<file path="src/rtl/ctrl_cfg_pkg.sv">
// --------------------------------------------------------------------------
// Sizes, opcodes and watchdog constants. FIFO_DEPTH and REG_COUNT must be
// powers of two, and LEN_BITS must cover the longest payload.
// --------------------------------------------------------------------------
`default_nettype none

package ctrl_cfg_pkg;

    localparam int FIFO_DEPTH    = 8;                     // Also the host's initial credits.
    localparam int FIFO_PTR_BITS = $clog2(FIFO_DEPTH);
    localparam int FIFO_CNT_BITS = $clog2(FIFO_DEPTH + 1);

    localparam logic [7:0] OP_WDOG_KICK = 8'hA5;
    localparam logic [7:0] OP_REG_WRITE = 8'h3C;

    localparam int SIG_BITS  = 32;
    localparam int SIG_BYTES = SIG_BITS / 8;
    localparam logic [SIG_BITS-1:0] SIG_PATTERN = 32'hC0DE_F00D;

    localparam int WDOG_TICKS = 200;
    localparam int TICK_BITS  = $clog2(WDOG_TICKS + 1);

    localparam int REG_COUNT     = 8;
    localparam int REG_ADDR_BITS = $clog2(REG_COUNT);

    // Payload length table, indexed by opcode in the dispatcher.
    localparam int LEN_WDOG      = SIG_BYTES;
    localparam int LEN_REG_WRITE = 2;
    localparam int LEN_BITS      = $clog2(LEN_WDOG + 1);   // Watchdog kick is the longest.

endpackage

`default_nettype wire
</file>
<file path="src/rtl/ctrl_types_pkg.sv">
// --------------------------------------------------------------------------
// Words passed between the host link, the dispatcher and the handlers.
// --------------------------------------------------------------------------
`default_nettype none

package ctrl_types_pkg;

    // Host-to-FIFO byte. valid may only be set while the host holds a credit.
    typedef struct packed {
        logic       valid;
        logic [7:0] data;
    } link_byte_t;

    // Dispatcher-to-handler beat.
    typedef struct packed {
        logic       en;
        logic       last;   // Final payload byte of the command.
        logic [7:0] data;
    } cmd_beat_t;

    // Configuration register bank, register 0 in the low byte.
    typedef struct packed {
        logic [ctrl_cfg_pkg::REG_COUNT-1:0][7:0] regs;
    } cfg_bank_t;

endpackage

`default_nettype wire

</file>
<file path="src/rtl/ctrl_subsystem_top.sv">
// --------------------------------------------------------------------------
// Command front end top level. The host must obey the credit protocol.
// --------------------------------------------------------------------------
`timescale 1ns/100ps
`default_nettype none

module ctrl_subsystem_top (
    input  wire                        clk,
    input  wire                        reset,
    input  wire ctrl_types_pkg::link_byte_t link_in,
    output logic                       credit_return,
    output logic                       bad_cmd,
    output logic                       sys_reset,
    output ctrl_types_pkg::cfg_bank_t  cfg_regs
);

    logic [7:0]                pop_byte;
    logic                      pop_valid;
    ctrl_types_pkg::cmd_beat_t wdog_beat;
    ctrl_types_pkg::cmd_beat_t wr_beat;

    ctrl_byte_fifo u_ctrl_byte_fifo (
        .clk           (clk),
        .reset         (reset),
        .link_in       (link_in),
        .pop_byte      (pop_byte),
        .pop_valid     (pop_valid),
        .credit_return (credit_return)
    );

    ctrl_cmd_dispatch u_ctrl_cmd_dispatch (
        .clk       (clk),
        .reset     (reset),
        .pop_byte  (pop_byte),
        .pop_valid (pop_valid),
        .wdog_beat (wdog_beat),
        .wr_beat   (wr_beat),
        .bad_cmd   (bad_cmd)
    );

    ctrl_cmd_watchdog u_ctrl_cmd_watchdog (
        .clk       (clk),
        .reset     (reset),
        .beat      (wdog_beat),
        .sys_reset (sys_reset)
    );

    ctrl_cmd_regwrite u_ctrl_cmd_regwrite (
        .clk      (clk),
        .reset    (reset),
        .beat     (wr_beat),
        .cfg_regs (cfg_regs)
    );

endmodule

`default_nettype wire

</file>
<file path="src/rtl/ctrl_cmd_regwrite.sv">
// --------------------------------------------------------------------------
// Register-write handler. The address byte is taken modulo REG_COUNT and
// the bank has no readback path.
// --------------------------------------------------------------------------
`timescale 1ns/100ps
`default_nettype none

module ctrl_cmd_regwrite (
    input  wire                        clk,
    input  wire                        reset,
    input  wire ctrl_types_pkg::cmd_beat_t beat,
    output ctrl_types_pkg::cfg_bank_t  cfg_regs
);

    logic [ctrl_cfg_pkg::REG_ADDR_BITS-1:0] addr;

    always_ff @(posedge clk or posedge reset) begin
        if (reset) begin
            addr <= '0;
        end else if (beat.en && !beat.last) begin
            addr <= beat.data[ctrl_cfg_pkg::REG_ADDR_BITS-1:0];   // First payload byte.
        end
    end

    always_ff @(posedge clk or posedge reset) begin
        if (reset) begin
            cfg_regs <= '0;
        end else if (beat.en && beat.last) begin
            cfg_regs.regs[addr] <= beat.data;   // Data byte lands one cycle after it.
        end
    end

endmodule

`default_nettype wire

</file>
<file path="src/rtl/ctrl_cmd_watchdog.sv">
// --------------------------------------------------------------------------
// Signature-kicked watchdog. The command length comes from the beat's last
// flag, and sys_reset holds until a matching signature is received.
// --------------------------------------------------------------------------
`timescale 1ns/100ps
`default_nettype none

module ctrl_cmd_watchdog (
    input  wire                        clk,
    input  wire                        reset,
    input  wire ctrl_types_pkg::cmd_beat_t beat,
    output logic                       sys_reset
);

    logic [ctrl_cfg_pkg::SIG_BITS-1:0]  sig;
    logic [ctrl_cfg_pkg::SIG_BITS-1:0]  sig_next;
    logic [ctrl_cfg_pkg::TICK_BITS-1:0] ticks;
    logic kick_ok;

    // First payload byte ends up in the most significant position.
    assign sig_next = {sig[ctrl_cfg_pkg::SIG_BITS-9:0], beat.data};
    assign kick_ok  = beat.en && beat.last && (sig_next == ctrl_cfg_pkg::SIG_PATTERN);

    always_ff @(posedge clk or posedge reset) begin
        if (reset) begin
            sig <= '0;
        end else if (beat.en) begin
            if (beat.last) begin
                sig <= '0;   // Every command starts from a clean signature.
            end else begin
                sig <= sig_next;
            end
        end
    end

    always_ff @(posedge clk or posedge reset) begin
        if (reset) begin
            ticks <= (ctrl_cfg_pkg::TICK_BITS)'(ctrl_cfg_pkg::WDOG_TICKS);
        end else if (kick_ok) begin
            ticks <= (ctrl_cfg_pkg::TICK_BITS)'(ctrl_cfg_pkg::WDOG_TICKS);
        end else if (ticks != '0) begin
            ticks <= ticks - 1'b1;
        end
    end

    // Expired counter shows up on sys_reset one cycle later.
    always_ff @(posedge clk or posedge reset) begin
        if (reset) begin
            sys_reset <= 1'b0;
        end else begin
            sys_reset <= (ticks == '0);
        end
    end

endmodule

`default_nettype wire

</file>
<file path="src/rtl/ctrl_cmd_dispatch.sv">
// --------------------------------------------------------------------------
// Opcode decoder and payload router. Payload lengths are fixed per opcode
// and an unknown opcode is dropped with a one-cycle bad_cmd pulse.
// --------------------------------------------------------------------------
`timescale 1ns/100ps
`default_nettype none

module ctrl_cmd_dispatch (
    input  wire                        clk,
    input  wire                        reset,
    input  wire [7:0]                  pop_byte,
    input  wire                        pop_valid,
    output ctrl_types_pkg::cmd_beat_t  wdog_beat,
    output ctrl_types_pkg::cmd_beat_t  wr_beat,
    output logic                       bad_cmd
);

    typedef enum logic {
        ST_IDLE,
        ST_PAYLOAD
    } state_t;

    typedef enum logic {
        TGT_WDOG,
        TGT_REG
    } target_t;

    state_t  state;
    target_t target;
    logic [ctrl_cfg_pkg::LEN_BITS-1:0] remain;
    logic last;

    assign last = (remain == 1);

    always_ff @(posedge clk or posedge reset) begin
        if (reset) begin
            state     <= ST_IDLE;
            target    <= TGT_WDOG;
            remain    <= '0;
            wdog_beat <= '0;
            wr_beat   <= '0;
            bad_cmd   <= 1'b0;
        end else begin
            wdog_beat.en <= 1'b0;   // Beats and bad_cmd are single-cycle pulses.
            wr_beat.en   <= 1'b0;
            bad_cmd      <= 1'b0;
            if (pop_valid) begin
                case (state)
                    ST_IDLE: begin
                        case (pop_byte)
                            ctrl_cfg_pkg::OP_WDOG_KICK: begin
                                remain <= (ctrl_cfg_pkg::LEN_BITS)'(ctrl_cfg_pkg::LEN_WDOG);
                                target <= TGT_WDOG;
                                state  <= ST_PAYLOAD;
                            end
                            ctrl_cfg_pkg::OP_REG_WRITE: begin
                                remain <= (ctrl_cfg_pkg::LEN_BITS)'(ctrl_cfg_pkg::LEN_REG_WRITE);
                                target <= TGT_REG;
                                state  <= ST_PAYLOAD;
                            end
                            default: bad_cmd <= 1'b1;
                        endcase
                    end
                    ST_PAYLOAD: begin
                        if (target == TGT_WDOG) begin
                            wdog_beat <= '{en: 1'b1, last: last, data: pop_byte};
                        end else begin
                            wr_beat <= '{en: 1'b1, last: last, data: pop_byte};
                        end
                        remain <= remain - 1'b1;
                        if (last) begin
                            state <= ST_IDLE;
                        end
                    end
                    default: state <= ST_IDLE;
                endcase
            end
        end
    end

endmodule

`default_nettype wire

</file>
<file path="src/rtl/ctrl_byte_fifo.sv">
// --------------------------------------------------------------------------
// Input byte FIFO. A write while full is dropped, since credits forbid it.
// --------------------------------------------------------------------------
`timescale 1ns/100ps
`default_nettype none

module ctrl_byte_fifo (
    input  wire                        clk,
    input  wire                        reset,
    input  wire ctrl_types_pkg::link_byte_t link_in,
    output logic [7:0]                 pop_byte,
    output logic                       pop_valid,
    output logic                       credit_return
);

    logic [7:0] mem [ctrl_cfg_pkg::FIFO_DEPTH];
    logic [ctrl_cfg_pkg::FIFO_PTR_BITS-1:0] wr_ptr;
    logic [ctrl_cfg_pkg::FIFO_PTR_BITS-1:0] rd_ptr;
    logic [ctrl_cfg_pkg::FIFO_CNT_BITS-1:0] count;
    logic push;

    assign push = link_in.valid && (count != ctrl_cfg_pkg::FIFO_DEPTH);

    // The dispatcher never stalls, so any stored byte leaves at once.
    assign pop_valid     = (count != '0);
    assign pop_byte      = mem[rd_ptr];
    assign credit_return = pop_valid;   // One credit back in the cycle of each pop.

    always_ff @(posedge clk or posedge reset) begin
        if (reset) begin
            wr_ptr <= '0;
            rd_ptr <= '0;
            count  <= '0;
        end else begin
            if (push) begin
                wr_ptr <= wr_ptr + 1'b1;   // Wraps since the depth is a power of two.
            end
            if (pop_valid) begin
                rd_ptr <= rd_ptr + 1'b1;
            end
            case ({push, pop_valid})
                2'b10:   count <= count + 1'b1;
                2'b01:   count <= count - 1'b1;
                default: count <= count;
            endcase
        end
    end

    always_ff @(posedge clk) begin
        if (push) begin
            mem[wr_ptr] <= link_in.data;
        end
    end

endmodule

`default_nettype wire

</file>
<file path="config.mk">
export PLATFORM = sky130hd
export DESIGN_NAME = ctrl_subsystem_top
export DESIGN_NICKNAME = d
export VERILOG_FILES = /design/src/rtl/ctrl_cfg_pkg.sv /design/src/rtl/ctrl_types_pkg.sv /design/src/rtl/ctrl_subsystem_top.sv /design/src/rtl/ctrl_cmd_regwrite.sv /design/src/rtl/ctrl_cmd_watchdog.sv /design/src/rtl/ctrl_cmd_dispatch.sv /design/src/rtl/ctrl_byte_fifo.sv
export SDC_FILE = /design/constraint.sdc
export NUM_CORES = 1
export LEC_CHECK = 0
export BUFFER_PORTS_ARGS = -buffer_cell sky130_fd_sc_hd__buf_4
export CAP_MARGIN = 20
export CORE_UTILIZATION = 45
export DETAILED_ROUTE_END_ITERATION = 16
export MAX_ROUTING_LAYER = met4
export SYNTH_ARGS = -nofsm -noshare
export SYNTH_HDL_FRONTEND = slang
export SYNTH_SLANG_ARGS = --single-unit
</file>
<file path="constraint.sdc">
create_clock -name clk -period 10.7 [get_ports clk]
set_input_delay 1.07 -clock clk [delete_from_list [all_inputs] [get_ports clk]]
set_output_delay 1.07 -clock clk [all_outputs]
set_load 0.02 [all_outputs]
</file>
==> flow_summary.ini, run 1 <==
[synthesis]
syn_area_um2 = 8230
yosys-top-cells-area = dfrtp_1, edfxtp_1, mux2_2, mux4_2, nand2_1
avgSynthCellArea_um2 = 14.4
seq_area_frac_synth_pct = 64.8
synthFlopType = dfrtp_1
syn_inst = 570
synth_nets = 590
netlist-cell-type-count = 56
synth_edf_count = 64
synthMostInstantiatedCell = dfrtp_1
yosys.area.top_type = dfrtp_1
yosysWarnings = 0
synth_top_area_share_pct = 40.5
ys_ff_latch = 200
async_reset_ff_share_pct = 68.0
yosys-top-cells-count = dfrtp_1, mux2_2, edfxtp_1

[routing]
drt-pass1-iter-count = 5
drt_iter0_markers = 267
drc = 0
wl_per_cell_um = 17.9
dr_total_vias = 4791
drtAntennaViolNets = 0
wl_um = 15900
vias_per_cell = 5.38

[critical_path]
path_class = reg2out
crit_path_end_kind = output port
worstPathMaxFanout = 10
required_ns = 9.63
crit_path_start_kind = register
r2r_start = u_ctrl_byte_fifo.rd_ptr[1]
crit_start = u_ctrl_byte_fifo.count[0]
worstPathArrival_ns = 1.93

[clock_tree]
numCtsBuffers = 17
clkLatencyLatePin_ns = 0.43
cts_hold_buf = 0
clkTransAtPathRegs_ns = 0.07
root_buffer = clkbuf_16
clock-sinks = 200
cts_resized = 0
h-tree-depth = 4
cts_tree = built
cts_buffer_depth = 2
cts_setup_buffers = 0

[min_path]
worst_hold_startpoint = u_ctrl_cmd_regwrite.cfg_regs[3]
hp-class = reg2reg

[timing]
relSlewSlack_pct = 39.7
finalWorstSetupSlack_ns = 7.70
final.setup.tns_ns = 0
rsz0062_at_grt = false
hold_viol_final = 0
fin_crit_ns = 3.00
fmax_mhz = 334
final-setup-viol-count = 0
worst_slew_pin_slew_ns = 0.902
final.period_utilization_pct = 28.0
finalClockSkew_ns = 0.0144
finalMaxSlewViolations = 0

[final_layout]
drive_gt1_share_pct = 33.7
syn_to_final_growth_pct = 17.2
fin_nets = 669
final_area_um2 = 9640
fillers = 1501
diodes = 0

[power]
totalPowerFinal_mw = 2.48
power.density_nw_per_um2 = 258
p_leak_nw = 4.18
peakVddDrop_mv = 0.134

[outcome]
status = finished, final reports clean

[global_route]
grt_pass1_wl_um = 25200
global_route.usage.met2_pct = 28.9
grt_busiest_layer = met2
grt.total_usage_pct = 18.5
grt_overflow = 0
antenna_found_initial = 0
use_met3_pct = 3.90
grt_pass1_vias = 4663
grt_max_degree = 71
grtUsageMet1_pct = 24.0

[place]
dpl-instance-area_um2 = 9020
gp_congestion = 0.802
dp_worst_setup_slack_ns = 7.64
dp_hpwl_um = 10900
numPortBuffers = 77

[floorplan]
design.core.area_um2 = 18000
fp.dieW_um = 137
die-area_um2 = 18800
io_pins = 78
die_h_um = 137
fp-row-count = 49
initial_core_util_pct = 45.8

[flow_run]
drv_cap = 0
-- report_power, final --
| part | total [mW] | leakage (nW) | internal [mW] | switching, mW |
|---|---|---|---|---|
| Combinational | 0.678 | 1.53 | 0.352 | 0.325 |
| Sequential | 1.19 | 2.38 | 0.978 | 0.214 |
| Clock | 0.614 | 0.267 | 0.325 | 0.289 |
-- per-layer routing --
metal  wire length, um  up-vias
met3               446       11
met4               189        0
met2              7980       78
met1              7290     2464
met5                 0        -
li1                  -     2238
-- per-stage QoR --
stage | util, % | hold slack (ns) | instances
after floorplan | - | 0.459 | 570
after global placement | 50.2 | 0.489 | 855
after detailed placement | 50.2 | 0.498 | 855
after CTS | 53.4 | 0.514 | 887
after global routing | 53.7 | 0.524 | 891
final | 53.7 | 0.510 | 891
-- state kept, by name, indices dropped and copies added (netlist names), 3 cells and up --
signal                         cells
u_ctrl_byte_fifo.count             4
u_ctrl_byte_fifo.mem              64
u_ctrl_byte_fifo.rd_ptr            3
u_ctrl_byte_fifo.wr_ptr            3
u_ctrl_cmd_dispatch.remain         3
u_ctrl_cmd_dispatch.wdog_beat     10
u_ctrl_cmd_dispatch.wr_beat       10
u_ctrl_cmd_regwrite.addr           3
u_ctrl_cmd_regwrite.cfg_regs      64
u_ctrl_cmd_watchdog.sig           24
u_ctrl_cmd_watchdog.ticks          8
-- worst max-delay path, cell delays in order, from the launching register on --
cell and delay, ns:
dfrtp_1 0.49, nor4_4 0.57, inv_2 0.22, buf_4 0.21
-- worst paths after layout --
| kind | endpoint | slack, ns | cells past startpoint |
|---|---|---|---|
| setup / recovery | credit_return | 7.70 | 3 |
| hold / removal | u_ctrl_cmd_regwrite.cfg_regs[3] | 0.51 | 1 |
| setup reg to reg | u_ctrl_cmd_dispatch.remain[2] | 8.07 | 5 |
| hold reg to reg | u_ctrl_cmd_regwrite.cfg_regs[3] | 0.51 | 1 |
| max in group asynchronous | u_ctrl_cmd_dispatch.wr_beat[5] | 8.50 | 3 |
| min in group asynchronous | u_ctrl_cmd_watchdog.ticks[5] | 0.81 | 2 |
-- cell families (layout without fill, tap and decap cells) --
group | Yosys count | after routing | synth area share [%]
AOI/OAI and AO/OA | 58 | 58 | 4.43
xor gates and xnor gates | 15 | 15 | 1.60
adders and majority gates | 9 | 9 | 1.37
buffers and inverters | 60 | 152 | 2.87
DFF | 200 | 200 | 64.8
muxes | 102 | 102 | 16.1
and+or+nand+nor | 126 | 126 | 8.87
-- area by class of cell --
type	count	area, um^2	area share (%)
timing repair buffer	85	658	6.83
inverter	35	134	1.39
clock inverter	15	144	1.49
clock buffer	17	425	4.41
multi-input combinational	310	2660	27.6
sequential	200	5330	55.3
tap	229	287	2.97
-- layout by cell type, fill, tap and decap left out, types with 3 or more instances in the layout --
| cell | synthesis | final |
|---|---|---|
| nor4_1 | 5 | 5 |
| nand2b_1 | 8 | 8 |
| xnor2_1 | 10 | 10 |
| nor3_1 | 7 | 7 |
| nand2_1 | 41 | 41 |
| clkinvlp_4 | 0 | 3 |
| o22ai_1 | 16 | 16 |
| clkbuf_16 | 0 | 17 |
| edfxtp_1 | 64 | 64 |
| nor4b_1 | 7 | 7 |
| mux2i_1 | 5 | 5 |
| a211oi_1 | 4 | 4 |
| nor2_1 | 25 | 25 |
| mux4_2 | 16 | 16 |
| a21oi_1 | 9 | 9 |
| nand3_1 | 3 | 3 |
| nor4bb_1 | 7 | 7 |
| xor2_1 | 5 | 5 |
| mux2_2 | 80 | 80 |
| inv_1 | 33 | 32 |
| o21ai_0 | 16 | 16 |
| inv_6 | 0 | 5 |
| buf_4 | 0 | 81 |
| dfstp_2 | 3 | 3 |
| dfrtp_1 | 133 | 133 |
| ha_1 | 9 | 9 |
| clkbuf_4 | 0 | 3 |
Note: power is estimated with default switching activity, not from simulation.
==> inputs of run 2 (changes only) <==
--- a/config.mk
+++ b/config.mk
@@ -10,6 +10,7 @@
 export CORE_UTILIZATION = 45
 export DETAILED_ROUTE_END_ITERATION = 16
 export MAX_ROUTING_LAYER = met4
+export PLACE_DENSITY = 0.66
 export SYNTH_ARGS = -nofsm -noshare
 export SYNTH_HDL_FRONTEND = slang
 export SYNTH_SLANG_ARGS = --single-unit
==> constraint.sdc (replaced) <==
create_clock -name clk -period 2.6 [get_ports clk]
set_input_delay 0.26 -clock clk [delete_from_list [all_inputs] [get_ports clk]]
set_output_delay 0.26 -clock clk [all_outputs]
set_load 0.02 [all_outputs]
==> flow_summary.ini, run 2 (synthesis gave the netlist of run 1 again) <==
[outcome]
status = finished, final reports clean

[floorplan]
fp-row-count = 49
io_pins = 78
die-area_um2 = 18800
initial_core_util_pct = 45.8
fp.dieW_um = 137
design.core.area_um2 = 18000
die_h_um = 137

[final_layout]
fin_nets = 682
drive_gt1_share_pct = 35.1
syn_to_final_growth_pct = 18.3
final_area_um2 = 9730
fillers = 1430
top_regs = u_ctrl_byte_fifo.mem: 64 flops, u_ctrl_cmd_regwrite.cfg_regs: 64 flops, u_ctrl_cmd_watchdog.sig: 24 flops
diodes = 0
layout_common_cells = dfrtp_1, buf_4, mux2_2
multiInputGateArea_um2 = 2660
register_area_um2 = 5330
final_common_cell = dfrtp_1

[place]
gp_congestion = 0.865
numPortBuffers = 77
dp_worst_setup_slack_ns = 0.248
dp_hpwl_um = 10700
dpl-instance-area_um2 = 9160

[timing]
finalWorstSetupSlack_ns = 0.281
relSlewSlack_pct = 50.7
fin_crit_ns = 2.32
timing.hold.ws_ns = 0.0194
rsz0062_at_grt = false
fmax_mhz = 431
hold_viol_final = 0
final-setup-viol-count = 0
finalMaxSlewViolations = 0
final.period_utilization_pct = 89.2
final.setup.tns_ns = 0
finalClockSkew_ns = 0.0171
worst_slew_pin_slew_ns = 0.737

[clock_tree]
clock-sinks = 200
root_buffer = clkbuf_16
cts_tree = built
cts_buffer_depth = 2
clkLatencyLatePin_ns = 0.44
h-tree-depth = 4
numCtsBuffers = 17
clkTransAtPathRegs_ns = 0.07

[routing]
drt-pass1-iter-count = 4
wl_per_cell_um = 17.2
dr_total_vias = 4767
drtAntennaViolNets = 0
vias_per_cell = 5.27
drt_iter0_markers = 273
wl_um = 15500
drc = 0

[critical_path]
worstPathMaxFanout = 7
worstPathArrival_ns = 2.67
required_ns = 2.95
crit_path_end_kind = register
crit_path_start_kind = register
path_class = reg2reg

[global_route]
grt_pass1_vias = 4726
grt_overflow = 0
grt_max_degree = 137
grt_pass1_wl_um = 25000
grt.total_usage_pct = 18.1
antenna_found_initial = 0

[power]
power.density_nw_per_um2 = 1060
peakVddDrop_mv = 0.733
p_leak_nw = 4.24

[min_path]
hp-class = in2async

[flow_run]
drv_cap = 0
run 2: cell count changes in the layout (fill, tap and decap cells not counted), sizes merged:
cell	previous run	this run
inv	39	40
clkbuf	20	19
clkinv	6	3
buf	82	98
run 2: power by group:
part | switching, mW | internal (mW)
Sequential | 0.810 | 4.03
Combinational | 1.41 | 1.52
Clock | 1.19 | 1.35
run 2: path summary, 6_finish.rpt:
check / startpoint / endpoint / slack, ns / depth (start not counted)
worst max register to register: u_ctrl_byte_fifo.count[2] / u_ctrl_byte_fifo.count[3] / 0.28 / 10
worst min register to register: u_ctrl_cmd_regwrite.cfg_regs[39] / u_ctrl_cmd_regwrite.cfg_regs[39] / 0.51 / 1
max in group asynchronous: reset / u_ctrl_byte_fifo.count[1] / 2.01 / 3
worst max-delay path: u_ctrl_byte_fifo.count[2] / u_ctrl_byte_fifo.count[3] / 0.28 / 10
worst min-delay path: reset / u_ctrl_cmd_watchdog.sys_reset / 0.02 / 3
min in group clk: link_in[0] / u_ctrl_byte_fifo.mem[2][0] / 0.05 / 1
run 2: through the flow:
stage,std cells,utilization [%],power (mW)
2_1_floorplan,570,-,6.68
3_3_place_gp,872,51.0,7.74
3_5_place_dp,872,51.0,7.86
4_1_cts,904,54.2,10.4
5_1_grt,904,54.2,10.9
6_report,904,54.2,10.3
run 2: cell type report:
cell class	instances	share of cell area (%)
clock inverter	13	1.39
tap	229	2.94
sequential	200	54.8
inverter	35	1.39
clock buffer	19	4.45
timing repair buffer	98	7.69
multi-input combinational	310	27.4
run 2: timing repair:
action	in CTS	in global routing
hold buffers	0	0
resized for setup	0	2
setup buffers	0	0
setup endpoints to repair	0	1
run 2: worst max-delay path, cell delays in order, from the launching register on:
cell      delay [ns]
dfrtp_1         0.47
nor3_1          0.07
nand2_1         0.06
and2_1          0.19
clkinv_1        0.10
buf_4           0.17
ha_1            0.22
nor4bb_1        0.34
a211oi_1        0.09
a211oi_1        0.32
xor2_1          0.19
run 2: layer usage:
metal	track usage (%)	routed length, um	part of all wire [%]
met5	-	0	0
met2	28.5	7890	51
met4	5.43	134	0.86
met3	4.08	482	3.1
met1	23.5	7030	45
==> inputs of run 3 (changes only) <==
--- a/config.mk
+++ b/config.mk
@@ -10,7 +10,7 @@
 export CORE_UTILIZATION = 45
 export DETAILED_ROUTE_END_ITERATION = 16
 export MAX_ROUTING_LAYER = met4
-export PLACE_DENSITY = 0.66
+export PLACE_DENSITY = 0.74
 export SYNTH_ARGS = -nofsm -noshare
 export SYNTH_HDL_FRONTEND = slang
 export SYNTH_SLANG_ARGS = --single-unit
==> flow_summary.ini, run 3 (synthesis gave the netlist of run 1 again) <==
[min_path]
hp-class = in2reg

[final_layout]
fillers = 1428
final_common_cell = dfrtp_1
fin_util_pct = 54.3
diodes = 0
final_area_um2 = 9750
top_regs = u_ctrl_byte_fifo.mem: 64 flops, u_ctrl_cmd_regwrite.cfg_regs: 64 flops, u_ctrl_cmd_watchdog.sig: 24 flops
layout_common_cells = dfrtp_1, buf_4, mux2_2
fin_nets = 682
syn_to_final_growth_pct = 18.4
drive_gt1_share_pct = 34.7
stdcell_count = 904

[timing]
fin_crit_ns = 2.31
final.setup.tns_ns = 0
hold_viol_final = 0
relSlewSlack_pct = 46.8
worst_slew_pin_slew_ns = 0.795
final.period_utilization_pct = 89.0
fmax_mhz = 432
finalClockSkew_ns = 0.0102
final-setup-viol-count = 0
finalMaxSlewViolations = 0
rsz0062_at_grt = false

[floorplan]
fp-row-count = 49
fp.dieW_um = 137
die_h_um = 137
initial_core_util_pct = 45.8
io_pins = 78
design.core.area_um2 = 18000
die-area_um2 = 18800

[place]
gp_congestion = 0.844
numPortBuffers = 77
place_inst = 871
dp_hpwl_um = 11000
dpl-instance-area_um2 = 9170

[flow_run]
drv_cap = 0

[power]
totalPowerFinal_mw = 10.3
p_leak_nw = 4.27
power.density_nw_per_um2 = 1060
peakVddDrop_mv = 0.637

[critical_path]
worstPathMaxFanout = 8
crit_family = simple AND/OR/NAND/NOR gates
crit_path_start_kind = register
crit_path_max_incr_delay_ns = 0.53
cpMaxStageDelayCell = dfrtp_1
crit_chain = nor3_1 > nand2_1 > and2_1 > clkinv_1 > buf_4 > ha_1 > nor4bb_1 > a211oi_1 > a211oi_1 > xor2_1
path_class = reg2reg
worst-path-buf-inv = 2
crit_top_cell = a211oi_1
required_ns = 2.96
worstPathArrival_ns = 2.67
crit_path_end_kind = register

[clock_tree]
clock-sinks = 200
clkLatencyLatePin_ns = 0.44
h-tree-depth = 4
root_buffer = clkbuf_16
clkTransAtPathRegs_ns = 0.07
numCtsBuffers = 17
cts_tree = built
cts_resized = 0
cts_buffer_depth = 2

[routing]
drt-pass1-iter-count = 5
drt_iter0_markers = 289
drc = 0
dr_total_vias = 4884
wl_um = 15900
wl_per_cell_um = 17.6
drtAntennaViolNets = 0
vias_per_cell = 5.40

[global_route]
grt_overflow = 0
grtUsageMet1_pct = 22.8
grt.total_usage_pct = 18.9
antenna_found_initial = 0
use_met3_pct = 4.97
grt_pass1_wl_um = 25800
grt_busiest_layer = met2
grt_max_degree = 59
grt_pass1_vias = 4965
global_route.usage.met2_pct = 31.0

[outcome]
status = finished, final reports clean
run 3: final cells by class:
class                      instances  area (um^2)  share of cell area, %
multi-input combinational        310         2660                   27.3
clock inverter                     9         58.8                  0.603
timing repair buffer              98          763                   7.83
clock buffer                      23          510                   5.24
tap                              229          287                   2.94
sequential                       200         5330                   54.7
inverter                          35          135                   1.39
run 3: per-layer routing:
layer	routed length, um	share of wire (%)
met4	248	1.6
met5	0	0
met2	8040	51
met1	6780	43
met3	843	5.3
run 3: power by group:
part / switching, mW / total, mW / internal, mW / leakage (nW)
sequential: 0.817 / 4.84 / 4.03 / 2.38
combinational: 1.45 / 2.96 / 1.51 / 1.60
clock: 1.13 / 2.53 / 1.39 / 0.289
total: 3.40 / 10.3 / 6.93 / 4.27
run 3: worst paths after layout:
kind / startpoint / endpoint / slack (ns) / cells past startpoint
max: u_ctrl_byte_fifo.count[1] / u_ctrl_byte_fifo.count[3] / 0.29 / 10
min: link_in[3] / u_ctrl_byte_fifo.mem[7][3] / 0.06 / 1
max reg2reg: u_ctrl_byte_fifo.count[1] / u_ctrl_byte_fifo.count[3] / 0.29 / 10
min reg2reg: u_ctrl_cmd_regwrite.cfg_regs[29] / u_ctrl_cmd_regwrite.cfg_regs[29] / 0.51 / 1
max in group asynchronous: reset / u_ctrl_cmd_watchdog.ticks[7] / 1.29 / 4
min in group asynchronous: reset / u_ctrl_byte_fifo.count[1] / 0.53 / 3
run 3: worst reg2reg max path: cells and delay by family, from the launching register on:
| family | cells | cell delay [ns] |
|---|---|---|
| simple gates | 4 | 0.65 |
| flops | 1 | 0.53 |
| compound gates | 2 | 0.39 |
| buf+inv | 2 | 0.27 |
| fa+ha+maj | 1 | 0.23 |
| xor+xnor | 1 | 0.17 |
run 3: stage by stage:
step | hold slack [ns] | setup WS [ns]
5_1_grt | 0.0479 | 0.0672
3_3_place_gp | 0.442 | 0.405
3_5_place_dp | 0.452 | 0.297
2_1_floorplan | 0.359 | 0.235
4_1_cts | 0.0467 | 0.262
6_report | 0.0595 | 0.286
run 3: repair_timing:
item                                   CTS  global route
setup buffers                            0             0
hold buffers                             1             0
endpoints found under the hold margin   33             0
